--- src/source/lsu_pkg.sv ---
/*
 * Shared types and encodings for the RV64 load/store subsystem.
 * Imported by the ports, the data path blocks and the RAM.
 */

package lsu_pkg;

    // Data path widths.
    typedef logic [63:0] data_t;    // Register value, RAM word, Wishbone data.
    typedef logic [7:0]  sel_t;     // Wishbone byte selects.
    typedef logic [2:0]  func3_t;   // RISC-V funct3 of a load or store.
    typedef logic [2:0]  offset_t;  // Byte offset within a 64-bit word.

    // --------------------------------------------------
    // Load funct3 codes. Stores reuse codes 0 to 3.
    // --------------------------------------------------
    localparam func3_t F3_LB  = 3'd0;
    localparam func3_t F3_LH  = 3'd1;
    localparam func3_t F3_LW  = 3'd2;
    localparam func3_t F3_LD  = 3'd3;
    localparam func3_t F3_LBU = 3'd4;
    localparam func3_t F3_LHU = 3'd5;
    localparam func3_t F3_LWU = 3'd6;

    // Request port states.
    typedef enum logic [1:0] {
        ST_IDLE,
        ST_BUS,
        ST_RESP
    } lsu_state_e;

endpackage

--- src/source/wb_arbiter.sv ---
/*
 * Round-robin Wishbone classic arbiter, two masters onto one slave.
 * Grant is registered and held for as long as the owner keeps cyc.
 */

`timescale 1ns/1ns

module wb_arbiter #(
    parameter int ADDR_WIDTH = 11
) (
    input  logic                  i_clk,
    input  logic                  i_rst_n,

    // Master 0.
    input  logic                  i_m0_cyc,
    input  logic                  i_m0_stb,
    input  logic                  i_m0_we,
    input  logic [ADDR_WIDTH-4:0] i_m0_adr,
    input  lsu_pkg::sel_t         i_m0_sel,
    input  lsu_pkg::data_t        i_m0_dat,
    output logic                  o_m0_ack,
    output lsu_pkg::data_t        o_m0_dat,

    // Master 1.
    input  logic                  i_m1_cyc,
    input  logic                  i_m1_stb,
    input  logic                  i_m1_we,
    input  logic [ADDR_WIDTH-4:0] i_m1_adr,
    input  lsu_pkg::sel_t         i_m1_sel,
    input  lsu_pkg::data_t        i_m1_dat,
    output logic                  o_m1_ack,
    output lsu_pkg::data_t        o_m1_dat,

    // Slave.
    output logic                  o_s_cyc,
    output logic                  o_s_stb,
    output logic                  o_s_we,
    output logic [ADDR_WIDTH-4:0] o_s_adr,
    output lsu_pkg::sel_t         o_s_sel,
    output lsu_pkg::data_t        o_s_dat,
    input  logic                  i_s_ack,
    input  lsu_pkg::data_t        i_s_dat
);

    logic [1:0] r_gnt;   // One-hot, zero when the bus is idle.
    logic       r_last;  // Index of the master served last.
    logic       s_owner_cyc;

    assign s_owner_cyc = (r_gnt[0] && i_m0_cyc) || (r_gnt[1] && i_m1_cyc);

    always_ff @(posedge i_clk or negedge i_rst_n) begin
        if (!i_rst_n) begin
            r_gnt  <= 2'b00;
            r_last <= 1'b1;  // Master 0 wins the first tie.
        end else if (r_gnt == 2'b00) begin
            if (i_m0_cyc && (!i_m1_cyc || r_last)) begin
                r_gnt  <= 2'b01;
                r_last <= 1'b0;
            end else if (i_m1_cyc) begin
                r_gnt  <= 2'b10;
                r_last <= 1'b1;
            end
        end else if (!s_owner_cyc) begin
            r_gnt <= 2'b00;  // Owner finished.
        end
    end

    // --------------------------------------------------
    // Slave side mux.
    // --------------------------------------------------
    assign o_s_cyc = s_owner_cyc;
    assign o_s_stb = (r_gnt[0] && i_m0_stb) || (r_gnt[1] && i_m1_stb);
    assign o_s_we  = r_gnt[1] ? i_m1_we  : i_m0_we;
    assign o_s_adr = r_gnt[1] ? i_m1_adr : i_m0_adr;
    assign o_s_sel = r_gnt[1] ? i_m1_sel : i_m0_sel;
    assign o_s_dat = r_gnt[1] ? i_m1_dat : i_m0_dat;

    // Ack to the owner only. Read data is shared.
    assign o_m0_ack = r_gnt[0] && i_s_ack;
    assign o_m1_ack = r_gnt[1] && i_s_ack;
    assign o_m0_dat = i_s_dat;
    assign o_m1_dat = i_s_dat;

endmodule

--- config.mk ---
export PLATFORM = sky130hd
export DESIGN_NAME = wb_arbiter
export DESIGN_NICKNAME = d
export VERILOG_FILES = /design/src/source/lsu_pkg.sv /design/src/source/wb_arbiter.sv
export SDC_FILE = /design/constraint.sdc
export NUM_CORES = 1
export LEC_CHECK = 0
export BUFFER_PORTS_ARGS = -buffer_cell sky130_fd_sc_hd__buf_2
export CORE_AREA = 2 2 175 177
export CTS_CLUSTER_SIZE = 10
export DETAILED_ROUTE_END_ITERATION = 7
export DIE_AREA = 0 0 177 179
export GPL_TIMING_DRIVEN = 0
export SYNTH_ARGS = -nofsm -noshare
export SYNTH_HDL_FRONTEND = slang
export SYNTH_SLANG_ARGS = --single-unit
--- constraint.sdc ---
create_clock -name i_clk -period 3.29 [get_ports i_clk]
set_input_delay 0.329 -clock i_clk [delete_from_list [all_inputs] [get_ports i_clk]]
set_output_delay 0.329 -clock i_clk [all_outputs]
set_load 0.01 [all_outputs]
==> results.yml <==
outcome:
  outcome: "finished clean"
pwr:
  p_clk_frac: 0.110
  total_power_mw: 1.73
  combPwrFrac: 0.847
  power_density_nw_per_um2: 372
  p_seq_frac: 0.042
  ir_worst_vdd_mv: 0.143
  p_switching_uw: 730
  cellLeakagePower_nw: 2.65
  power.internal_mw: 1.00
  swShare: 0.421
yosys:
  synth_compound_area_frac: 0.0226
  syn_avg_cell_area_um2: 9.09
  synth_nets: 471
  syn_area_um2: 2160
  muxShareOfSynthArea: 0.446
  synth_top_family_by_area: "buffers and inverters"
  ys_seq_elements: 3
  ys_types: 14
  netlist_instances: 238
  synth_adder_area_share: 0
  synth-seq-area-share: 0.0353
  synth_simple_gate_area_frac: 0.0156
  synth_xor_area_frac: 0
  ys_warn_count: 0
timing:
  hold_viol: 0
  slew_viol_final: 0
  fin_crit_ns: 1.88
  fin_setup_tns_ns: 0
  slew_headroom: 0.827
  holdWs_ns: 0.332
  fin_skew_ns: 0.00203
  timing.fmax_ghz: 0.533
  setup_viol: 0
  grt_setup_unrepaired: "false"
  min_period_over_period: 0.570
  tightestPinTransition_ns: 0.260
detailed_routing:
  viasPerCell: 2.88
  drt_iter0_drc: 52
  dr.pass1.iters: 4
  wl_met2_um: 5910
  top_layer: "met4"
  vias: 2942
  wl_per_cell_um: 11.2
  met1Wirelength_um: 4170
  wirelength_um: 11500
  ant_nets: 0
  drc_errors: 0
  wl_met3_um: 1340
cells_and_area:
  layout.cells.non_filler: 1021
  drive_above_1_share: 0.968
  regArea_um2: 76.3
  final_area_um2: 4660
  multi_input_area_um2: 1050
  n_fill_cell: 3425
  area_growth_pct: 115
  nNetsFinal: 858
clock_tree:
  clock_latency_ns: 0.22
  tritoncts: "built"
  htree_num_levels: 1
  ctsHoldBuffers: 1
  post-cts-setup-buffer-count: 0
  cts_inserted_buffers: 3
  cts_max_path_buffers: 2
  cts_resized: 0
  cts.clk_slew.worst_paths_ns: 0.03
  cts.sinks: 3
  root_buffer: "clkbuf_16"
worst_setup_path:
  timing.reg2reg.setup_slack_ns: 2.13
  critPathArrivalTime_ns: 1.55
  start_kind: "register"
  cpMostUsedCell: "buf_6"
  cp.required_ns: 2.96
  path_buf_inv: 4
  crit_path_top_delay_cell: "dfrtp_1"
  critPathMaxFanout: 10
  worstPathCellList: "buf_6 > buf_6 > buf_6 > mux2_4 > buf_2"
  crit_path_max_incr_delay_ns: 0.33
  end_kind: "output pin"
  worst_path_dominant_cell_family: "buffers and inverters"
  path_class: "reg2out"
global_routing:
  grt_pass1_vias: 2592
  grt_start_max_net_pins: 11
  grt_pass1_wl_um: 13600
  antenna_found_initial: 1
  grt.total_usage: 0.0588
  gr-total-overflow: 0
floorplanning:
  die_w_um: 177
  core_um2: 30000
  fp.dieH_um: 179
  pin_count: 446
  std_cell_rows: 64
  dieArea_um2: 31700
  start_util: 0.0720
hold_path:
  hold_class: "in2reg"
placed_design:
  io_buffers: 381
  dpl_cell_area_um2: 4570
  dp.cells: 1015
  finalWeightedCongestion: 0.764
  hpwl_um: 10600
run:
  max_cap_violations: 0
[area by class of cell]
cell class              instances  share of cell area
clock buffers                   4              0.0169
flip-flops and latches          3              0.0164
inverters                       1            0.000806
repair buffers                382               0.412
well taps                     396               0.106
plain buffers                 138               0.222
diodes                          1            0.000537
multi-input cells              96               0.225
[worst register-to-register path, cell delays in order, from the launching register on]
cell and delay, ns:
dfrtp_1 0.33, buf_6 0.14, buf_6 0.18, buf_6 0.18
inv_1 0.05, a21oi_1 0.12, nor2_1 0.06
[worst paths after layout]
| path | start | cells after the start | end |
|---|---|---|---|
| max | r_gnt[1] | 5 | o_s_dat[43] |
| min | i_m0_cyc | 2 | r_last |
| max reg2reg | r_gnt[1] | 6 | r_gnt[0] |
| min reg2reg | r_last | 2 | r_last |
| max in group asynchronous | i_rst_n | 2 | r_last |
| min in group asynchronous | i_rst_n | 2 | r_gnt[0] |
[power groups by stage]
stage	combinational [mW]	clock [mW]	sequential (mW)
final	1.47	0.191	0.0734
after global routing	1.58	0.198	0.0767
after CTS	1.50	0.196	0.0736
after detailed placement	1.49	0	0.0729
after global placement	1.48	0	0.0733
after floorplan	0.907	0	0.0695
[layout by cell type (no fill, tap or decap)]
cell,Yosys,layout
a21oi_1,5,5
a22o_1,2,2
a31oi_1,1,1
and2_1,2,2
buf_2,6,387
buf_4,128,128
buf_6,4,4
clkbuf_1,0,1
clkbuf_16,0,3
dfrtp_1,2,2
dfstp_2,1,1
diode_2,0,1
dlygate4sd3_1,0,1
inv_1,1,1
mux2_2,67,67
mux2_4,14,14
nand2b_1,1,1
nor2_1,4,4
[registers in the layout (all words and copies together) (netlist names)]
register	flops
r_last	1
r_gnt	2
[cell usage after synthesis]
library cell,instances,share of area
a21oi_1,5,0.012
a22o_1,2,0.0081
a31oi_1,1,0.0029
and2_1,2,0.0058
buf_2,6,0.014
buf_4,128,0.44
buf_6,4,0.021
dfrtp_1,2,0.023
dfstp_2,1,0.012
inv_1,1,0.0017
mux2_2,67,0.35
mux2_4,14,0.097
nand2b_1,1,0.0029
nor2_1,4,0.0069
[metal layers]
| metal | GRT usage | vias to the layer above |
|---|---|---|
| met1 | 0.0638 | 1268 |
| met2 | 0.113 | 232 |
| met4 | 0.0107 | 0 |
| met3 | 0.0176 | 2 |
| met5 | 0 | - |
| li1 | - | 1440 |
[kinds of logic after synthesis]
group,Yosys count
AO/OA/AOI/OAI,8
buffers and inverters,139
flip-flops,3
multiplexers,81
AND/OR/NAND/NOR,7
[stage by stage]
step | util | setup slack [ns]
6_report | 0.155 | 1.41
5_1_grt | 0.155 | 1.32
4_1_cts | 0.155 | 1.35
3_5_place_dp | 0.152 | 1.59
3_3_place_gp | 0.152 | 1.59
2_1_floorplan | - | 1.90
Note: power is estimated with default switching activity, not from simulation.
