===== src/source/lsu_pkg.sv =====
/*
 * Shared types and encodings for the RV64 load/store subsystem.
 * Imported by the ports, the data path blocks and the RAM.
 */

package lsu_pkg;

    // Data path widths.
    typedef logic [63:0] data_t;    // Register value, RAM word, Wishbone data.
    typedef logic [7:0]  sel_t;     // Wishbone byte selects.
    typedef logic [2:0]  func3_t;   // RISC-V funct3 of a load or store.
    typedef logic [2:0]  offset_t;  // Byte offset within a 64-bit word.

    // --------------------------------------------------
    // Load funct3 codes. Stores reuse codes 0 to 3.
    // --------------------------------------------------
    localparam func3_t F3_LB  = 3'd0;
    localparam func3_t F3_LH  = 3'd1;
    localparam func3_t F3_LW  = 3'd2;
    localparam func3_t F3_LD  = 3'd3;
    localparam func3_t F3_LBU = 3'd4;
    localparam func3_t F3_LHU = 3'd5;
    localparam func3_t F3_LWU = 3'd6;

    // Request port states.
    typedef enum logic [1:0] {
        ST_IDLE,
        ST_BUS,
        ST_RESP
    } lsu_state_e;

endpackage


===== src/source/load_mux.sv =====
/*
 * Load data extraction for RV64 loads. Picks the addressed lane from a
 * 64-bit memory word and sign or zero extends it by funct3.
 */

`timescale 1ns/1ns

module load_mux (
    // Control.
    input  lsu_pkg::func3_t  i_func_3,

    // Memory word and byte offset.
    input  lsu_pkg::data_t   i_data,
    input  lsu_pkg::offset_t i_addr_offset,

    // Extended result and flags.
    output lsu_pkg::data_t   o_data,
    output logic             o_load_addr_ma,
    output logic             o_illegal_instr
);
    import lsu_pkg::*;

    logic [7:0]  s_byte;
    logic [15:0] s_half;
    logic [31:0] s_word;

    logic s_ma_half;
    logic s_ma_word;
    logic s_ma_double;

    // Lane select across the whole 64-bit word.
    assign s_byte = i_data[{i_addr_offset, 3'b000} +: 8];
    assign s_half = i_data[{i_addr_offset[2:1], 4'b0000} +: 16];
    assign s_word = i_data[{i_addr_offset[2], 5'b00000} +: 32];

    assign s_ma_half   = i_addr_offset[0];
    assign s_ma_word   = |i_addr_offset[1:0];
    assign s_ma_double = |i_addr_offset;

    always_comb begin
        o_illegal_instr = 1'b0;
        o_load_addr_ma  = 1'b0;

        case (i_func_3)
            F3_LB:  o_data = {{56{s_byte[7]}}, s_byte};
            F3_LH: begin
                o_data         = {{48{s_half[15]}}, s_half};
                o_load_addr_ma = s_ma_half;
            end
            F3_LW: begin
                o_data         = {{32{s_word[31]}}, s_word};
                o_load_addr_ma = s_ma_word;
            end
            F3_LD: begin
                o_data         = i_data;
                o_load_addr_ma = s_ma_double;
            end
            F3_LBU: o_data = {56'd0, s_byte};
            F3_LHU: begin
                o_data         = {48'd0, s_half};
                o_load_addr_ma = s_ma_half;
            end
            F3_LWU: begin
                o_data         = {32'd0, s_word};
                o_load_addr_ma = s_ma_word;
            end
            default: begin
                o_data          = '0;  // Code 7 has no load.
                o_illegal_instr = 1'b1;
            end
        endcase
    end

endmodule


===== src/source/store_merge.sv =====
/*
 * Store lane placement for SB/SH/SW/SD. Builds Wishbone byte selects
 * and write data replicated into the addressed lane.
 */

`timescale 1ns/1ns

module store_merge (
    input  lsu_pkg::func3_t  i_func_3,
    input  lsu_pkg::data_t   i_wdata,
    input  lsu_pkg::offset_t i_addr_offset,

    output lsu_pkg::sel_t    o_sel,
    output lsu_pkg::data_t   o_wdata,
    output logic             o_store_addr_ma,
    output logic             o_illegal_instr
);
    import lsu_pkg::*;

    always_comb begin
        o_illegal_instr = 1'b0;

        case (i_func_3)
            F3_LB: begin
                o_sel           = sel_t'(8'b0000_0001 << i_addr_offset);
                o_wdata         = {8{i_wdata[7:0]}};
                o_store_addr_ma = 1'b0;
            end
            F3_LH: begin
                o_sel           = sel_t'(8'b0000_0011 << {i_addr_offset[2:1], 1'b0});
                o_wdata         = {4{i_wdata[15:0]}};
                o_store_addr_ma = i_addr_offset[0];
            end
            F3_LW: begin
                o_sel           = sel_t'(8'b0000_1111 << {i_addr_offset[2], 2'b00});
                o_wdata         = {2{i_wdata[31:0]}};
                o_store_addr_ma = |i_addr_offset[1:0];
            end
            F3_LD: begin
                o_sel           = 8'hff;
                o_wdata         = i_wdata;
                o_store_addr_ma = |i_addr_offset;
            end
            default: begin
                o_sel           = '0;  // Codes 4 to 7 are not stores.
                o_wdata         = '0;
                o_store_addr_ma = 1'b0;
                o_illegal_instr = 1'b1;
            end
        endcase
    end

endmodule


===== src/source/lsu_port.sv =====
/*
 * One load/store requester. Accepts a request, faults it at once or
 * runs a single Wishbone classic cycle, then pulses the response.
 */

`timescale 1ns/1ns

module lsu_port #(
    parameter int ADDR_WIDTH = 11
) (
    input  logic                  i_clk,
    input  logic                  i_rst_n,

    // Request.
    input  logic                  i_req_valid,
    output logic                  o_req_ready,
    input  logic                  i_req_we,
    input  lsu_pkg::func3_t       i_req_func3,
    input  logic [ADDR_WIDTH-1:0] i_req_addr,
    input  lsu_pkg::data_t        i_req_wdata,

    // Response.
    output logic                  o_rsp_valid,
    output lsu_pkg::data_t        o_rsp_rdata,
    output logic                  o_rsp_misaligned,
    output logic                  o_rsp_illegal,

    // Wishbone master.
    output logic                  o_wb_cyc,
    output logic                  o_wb_stb,
    output logic                  o_wb_we,
    output logic [ADDR_WIDTH-4:0] o_wb_adr,
    output lsu_pkg::sel_t         o_wb_sel,
    output lsu_pkg::data_t        o_wb_dat,
    input  logic                  i_wb_ack,
    input  lsu_pkg::data_t        i_wb_dat
);
    import lsu_pkg::*;

    lsu_state_e            r_state;
    logic                  r_we;
    func3_t                r_func3;
    offset_t               r_offset;
    logic [ADDR_WIDTH-4:0] r_adr;
    sel_t                  r_sel;
    data_t                 r_wdata;
    data_t                 r_rdata;
    logic                  r_misaligned;
    logic                  r_illegal;

    func3_t  s_func3;
    offset_t s_offset;
    data_t   s_ld_data;
    logic    s_ld_ma;
    logic    s_ld_ill;
    sel_t    s_st_sel;
    data_t   s_st_wdata;
    logic    s_st_ma;
    logic    s_st_ill;
    logic    s_ma;
    logic    s_ill;
    logic    s_accept;

    // Muxes see the live request while idle, the held one afterwards.
    assign s_func3  = (r_state == ST_IDLE) ? i_req_func3 : r_func3;
    assign s_offset = (r_state == ST_IDLE) ? offset_t'(i_req_addr[2:0]) : r_offset;

    load_mux u_load_mux (
        .i_func_3        (s_func3),
        .i_data          (i_wb_dat),
        .i_addr_offset   (s_offset),
        .o_data          (s_ld_data),
        .o_load_addr_ma  (s_ld_ma),
        .o_illegal_instr (s_ld_ill)
    );

    store_merge u_store_merge (
        .i_func_3        (s_func3),
        .i_wdata         (i_req_wdata),
        .i_addr_offset   (s_offset),
        .o_sel           (s_st_sel),
        .o_wdata         (s_st_wdata),
        .o_store_addr_ma (s_st_ma),
        .o_illegal_instr (s_st_ill)
    );

    assign s_ma     = i_req_we ? s_st_ma  : s_ld_ma;
    assign s_ill    = i_req_we ? s_st_ill : s_ld_ill;
    assign s_accept = i_req_valid && (r_state == ST_IDLE);

    // --------------------------------------------------
    // State machine.
    // --------------------------------------------------
    always_ff @(posedge i_clk or negedge i_rst_n) begin
        if (!i_rst_n) begin
            r_state <= ST_IDLE;
        end else begin
            case (r_state)
                ST_IDLE: begin
                    if (i_req_valid) begin
                        r_state <= (s_ma || s_ill) ? ST_RESP : ST_BUS;  // Faults skip the bus.
                    end
                end
                ST_BUS: begin
                    if (i_wb_ack) begin
                        r_state <= ST_RESP;
                    end
                end
                default: r_state <= ST_IDLE;
            endcase
        end
    end

    // Request capture and load data.
    always_ff @(posedge i_clk) begin
        if (s_accept) begin
            r_we         <= i_req_we;
            r_func3      <= i_req_func3;
            r_offset     <= i_req_addr[2:0];
            r_adr        <= i_req_addr[ADDR_WIDTH-1:3];
            r_sel        <= s_st_sel;
            r_wdata      <= s_st_wdata;
            r_misaligned <= s_ma;
            r_illegal    <= s_ill;
            r_rdata      <= '0;
        end else if ((r_state == ST_BUS) && i_wb_ack && !r_we) begin
            r_rdata <= s_ld_data;  // Extended at ack.
        end
    end

    assign o_req_ready      = (r_state == ST_IDLE);
    assign o_rsp_valid      = (r_state == ST_RESP);
    assign o_rsp_rdata      = r_rdata;
    assign o_rsp_misaligned = r_misaligned;
    assign o_rsp_illegal    = r_illegal;

    assign o_wb_cyc = (r_state == ST_BUS);
    assign o_wb_stb = (r_state == ST_BUS);  // Single transfer per cycle.
    assign o_wb_we  = r_we;
    assign o_wb_adr = r_adr;
    assign o_wb_sel = r_sel;
    assign o_wb_dat = r_wdata;

endmodule


===== config.mk =====
export PLATFORM = sky130hd
export DESIGN_NAME = lsu_port
export DESIGN_NICKNAME = d
export VERILOG_FILES = /design/src/source/lsu_pkg.sv /design/src/source/load_mux.sv /design/src/source/store_merge.sv /design/src/source/lsu_port.sv
export SDC_FILE = /design/constraint.sdc
export NUM_CORES = 1
export LEC_CHECK = 0
export BUFFER_PORTS_ARGS = -buffer_cell sky130_fd_sc_hd__buf_2
export CORE_UTILIZATION = 46
export DETAILED_ROUTE_END_ITERATION = 7
export PLACE_DENSITY = 0.86
export RECOVER_POWER = 100
export SYNTH_ARGS = -nofsm -noshare
export SYNTH_HDL_FRONTEND = slang
export SYNTH_SLANG_ARGS = --single-unit

===== constraint.sdc =====
create_clock -name i_clk -period 3.2 [get_ports i_clk]
set_input_delay 0.64 -clock i_clk [delete_from_list [all_inputs] [get_ports i_clk]]
set_output_delay 0.64 -clock i_clk [all_outputs]
set_load 0.02 [all_outputs]

==> metrics <==
Post-Synth Adder-Cell Area 0.00743; filler cell count 1598; drt wl/cell 24.1 µm; Post-synth EDFFs 89; global-route usage over all layers 0.343; crit path capture type flip-flop; DRT iter0 DRCs 1214; post-synthesis sequential area ratio 0.475; syn_area_per_cell about 9.9 µm²; dpl cells approximately 1300; reg-to-reg slack, setup 0.12 ns; Initial Util 0.469; final WL 33200 µm; Port Buffers slightly below 300; outcome finished, final reports clean; multi-input logic area 0.00402 mm²; Layout area overhead 28.2%; Switching Power 5.32 mW; origin of the critical flop-to-flop path r_state[0]; Mapped Nets 999; Worst Tran Pin Value about 0.85 ns; final period utilization 0.962; Max Used Layer met5; mux contribution to synthesized area 0.0386; vias in the first global route ~8200; reg2reg end o_wb_dat[16]; worst hold-check path type in -> reg; min Tclk post-route 3.08 ns; Crit path largest cell delay 0.38 ns; Worst Hold End o_wb_adr[1]; Reg2Reg Depth 11; HPWL after detailed placement 23300 µm; Max-Cap Viols 0; non-filler cells, final 1375; critical path class reg -> reg; met3 WL 4260 µm; die area 0.0189 mm²; clock sink count about 160; final count of hold timing violations 0; dpl ws around 0.052 ns; number of buffers created by CTS 17; DR DRC count 0; Placer Congestion approximately 1; row cnt just under 50; number of diodes 0; Fmax 325 MHz; Hold Path Cell Cnt 1; Max VDD drop 0.596 mV; PwrDens 1090 mW/mm²; count of cell types in the netlist 63; HP Start i_req_addr[4]; final worst setup slack ~0.12 ns; root buf cell clkbuf_16; WP data arrival 3.37 ns; layout cells sized above 1 0.216; clk_lat worst skew between 0.4 and 0.5 ns; Via density between 6 and 7; Clk pwr share 0.192; initial antenna violation count 2; Post-Synth Simple-Gate Area 0.110; DR pass1 iterations 6; clk slew on worst S/H paths 0.07 ns; complex-gate fraction of the synthesized area 0.318; Yosys warning total 0; Die W 137 µm; total power draw 11.7 mW; slowest cell on the critical path clkbuf_2; fin. max-slew vios 0; sw frac 0.454; Post-Synthesis Cells 847; P_int 6.40 mW; Syn Std Cell Area 0.00842 mm²; placed cell areas 0.0103 mm²; Final nets 1285; CP max FO 26; GRT overflow 0; final instance area 0.0108 mm²; Final setup viols 0; first-pass GRT wire length 47900 µm; critical-path cell list or2_2, inv_2, mux2_2, inv_1, ha_1, buf_8, clkinvlp_4, buf_4, a21oi_1, clkbuf_2, a22o_1; core box area 0.0180 mm²; CP required 3.49 ns; IO Count approximately 300; CTS tree built; Die H 137 µm; Routed Antenna Nets 0; H-tree level count 4; Critical Path Start Type flip-flop; logic gate share of total power 0.550; Synth Area in XOR/XNOR 0; share of power burned in registers 0.258; via count 9206; largest net degree at the start of global routing 57; FF+latch count, synth 155; Core Util, Final 0.601; Synth Flop Type edfxtp_1; met2 WL 15300 µm; main combinational cell family by area after synthesis compound AO/OA/AOI/OAI gates; Reg area 0.00400 mm²; met1 wire length ~12000 µm; Worst slew margin 0.434; Lkg Pwr 4.20 nW; FFs w/ async S/R, synth 0.0129; Clock Path Buffers 2; skew final 0.00867 ns
==> cell usage in the layout, fill, tap and decap left out, drive strengths merged, types with 5 or more instances in the layout <==
| cell type | instances |
|---|---|
| dfxtp | 64 |
| nor2 | 45 |
| o211ai | 8 |
| a311oi | 5 |
| nor3 | 6 |
| edfxtp | 89 |
| mux2 | 6 |
| nand3 | 12 |
| a221o | 46 |
| nand2 | 103 |
| mux2i | 19 |
| buf | 185 |
| a31oi | 53 |
| a222oi | 16 |
| a22o | 66 |
| clkbuf | 179 |
| a21o | 10 |
| a221oi | 24 |
| a21oi | 68 |
| inv | 23 |
| ha | 5 |
| o21ai | 32 |
| a22oi | 5 |
| and2 | 14 |
==> cells by family after synthesis <==
logic type / Yosys count
flip-flops: 155
AND/OR/NAND/NOR: 204
AO/OA/AOI/OAI: 358
buffers and inverters: 97
adder cells (fa/ha/maj): 5
multiplexers: 28
==> critical path, delay by kind of cell (launching register included) <==
family,cells,cell delay [ns]
compound gates,2,0.36
fa+ha+maj,1,0.23
mux,1,0.37
simple gates,1,0.34
buf+inv,6,1.23
flops,1,0.37
==> metrics by stage <==
step                setup TNS (ns)  hold slack, ns
floorplan                        0           0.344
global placement                 0           0.428
detailed placement               0           0.427
CTS                              0           0.374
global route               -0.0209           0.371
finish                           0           0.385
==> worst max-delay path by stage <==
stage | from | to | cells past startpoint
after floorplan | r_state[0] | o_rsp_rdata[32] | 13
after global placement | r_state[0] | o_rsp_rdata[62] | 9
after detailed placement | r_state[0] | o_rsp_rdata[54] | 12
after CTS | r_state[0] | o_rsp_rdata[54] | 12
after global routing | r_state[0] | o_wb_sel[6] | 11
final | r_state[0] | o_wb_dat[16] | 11
==> cells in the mapped netlist, drive strengths merged (5+ instances only) <==
library cell / number / area share
o21ai: 32 / 0.019
nand3: 12 / 0.0086
a221oi: 24 / 0.026
and2: 14 / 0.011
a311oi: 5 / 0.0052
a222oi: 16 / 0.019
a21o: 10 / 0.0089
a22oi: 5 / 0.0051
edfxtp: 89 / 0.32
mux2i: 19 / 0.023
a221o: 46 / 0.055
dfxtp: 64 / 0.15
ha: 5 / 0.0074
o211ai: 8 / 0.0071
inv: 16 / 0.0071
buf: 30 / 0.020
mux2: 6 / 0.0080
a22o: 66 / 0.069
nand2: 103 / 0.046
clkbuf: 51 / 0.023
a21oi: 68 / 0.041
a31oi: 53 / 0.039
nor2: 45 / 0.020
nor3: 6 / 0.0036
==> power by group through the flow <==
| stage | sequential [mW] | clock [mW] | combinational, mW |
|---|---|---|---|
| after detailed placement | 3.04 | 0 | 6.33 |
| after floorplan | 3.61 | 0 | 3.67 |
| after CTS | 3.00 | 2.26 | 6.37 |
| after global routing | 3.07 | 2.36 | 6.81 |
| after global placement | 3.02 | 0 | 6.23 |
| final | 3.02 | 2.25 | 6.45 |
==> final cells by class <==
| class | count | share of cell area |
|---|---|---|
| Clock inverter | 15 | 0.0209 |
| Multi-Input combinational cell | 595 | 0.373 |
| Tap cell | 229 | 0.0265 |
| Sequential cell | 155 | 0.371 |
| Timing Repair Buffer | 348 | 0.163 |
| Inverter | 16 | 0.00626 |
| Clock buffer | 17 | 0.0394 |
==> flip-flops by register name, summed over array words and instances (netlist names) <==
| register | flops |
|---|---|
| r_func3 | 3 |
| o_wb_dat | 64 |
| r_state | 2 |
| o_wb_adr | 8 |
| o_wb_sel | 8 |
| o_rsp_illegal | 1 |
| o_wb_we | 1 |
| o_rsp_misaligned | 1 |
| r_offset | 3 |
| o_rsp_rdata | 64 |
==> timing repair <==
action	CTS	global route
buffers inserted	0	3
resized for setup	0	5
endpoints found under the setup margin	0	66
hold buffers	1	0
endpoints found under the hold margin	2	0
==> metal layers <==
| layer | GRT usage | up-vias |
|---|---|---|
| met3 | 0.0938 | 140 |
| met1 | 0.419 | 4327 |
| li1 | - | 3941 |
| met4 | 0.183 | 2 |
| met2 | 0.551 | 796 |
| met5 | 0 | - |
(Power assumes the default switching activity.)
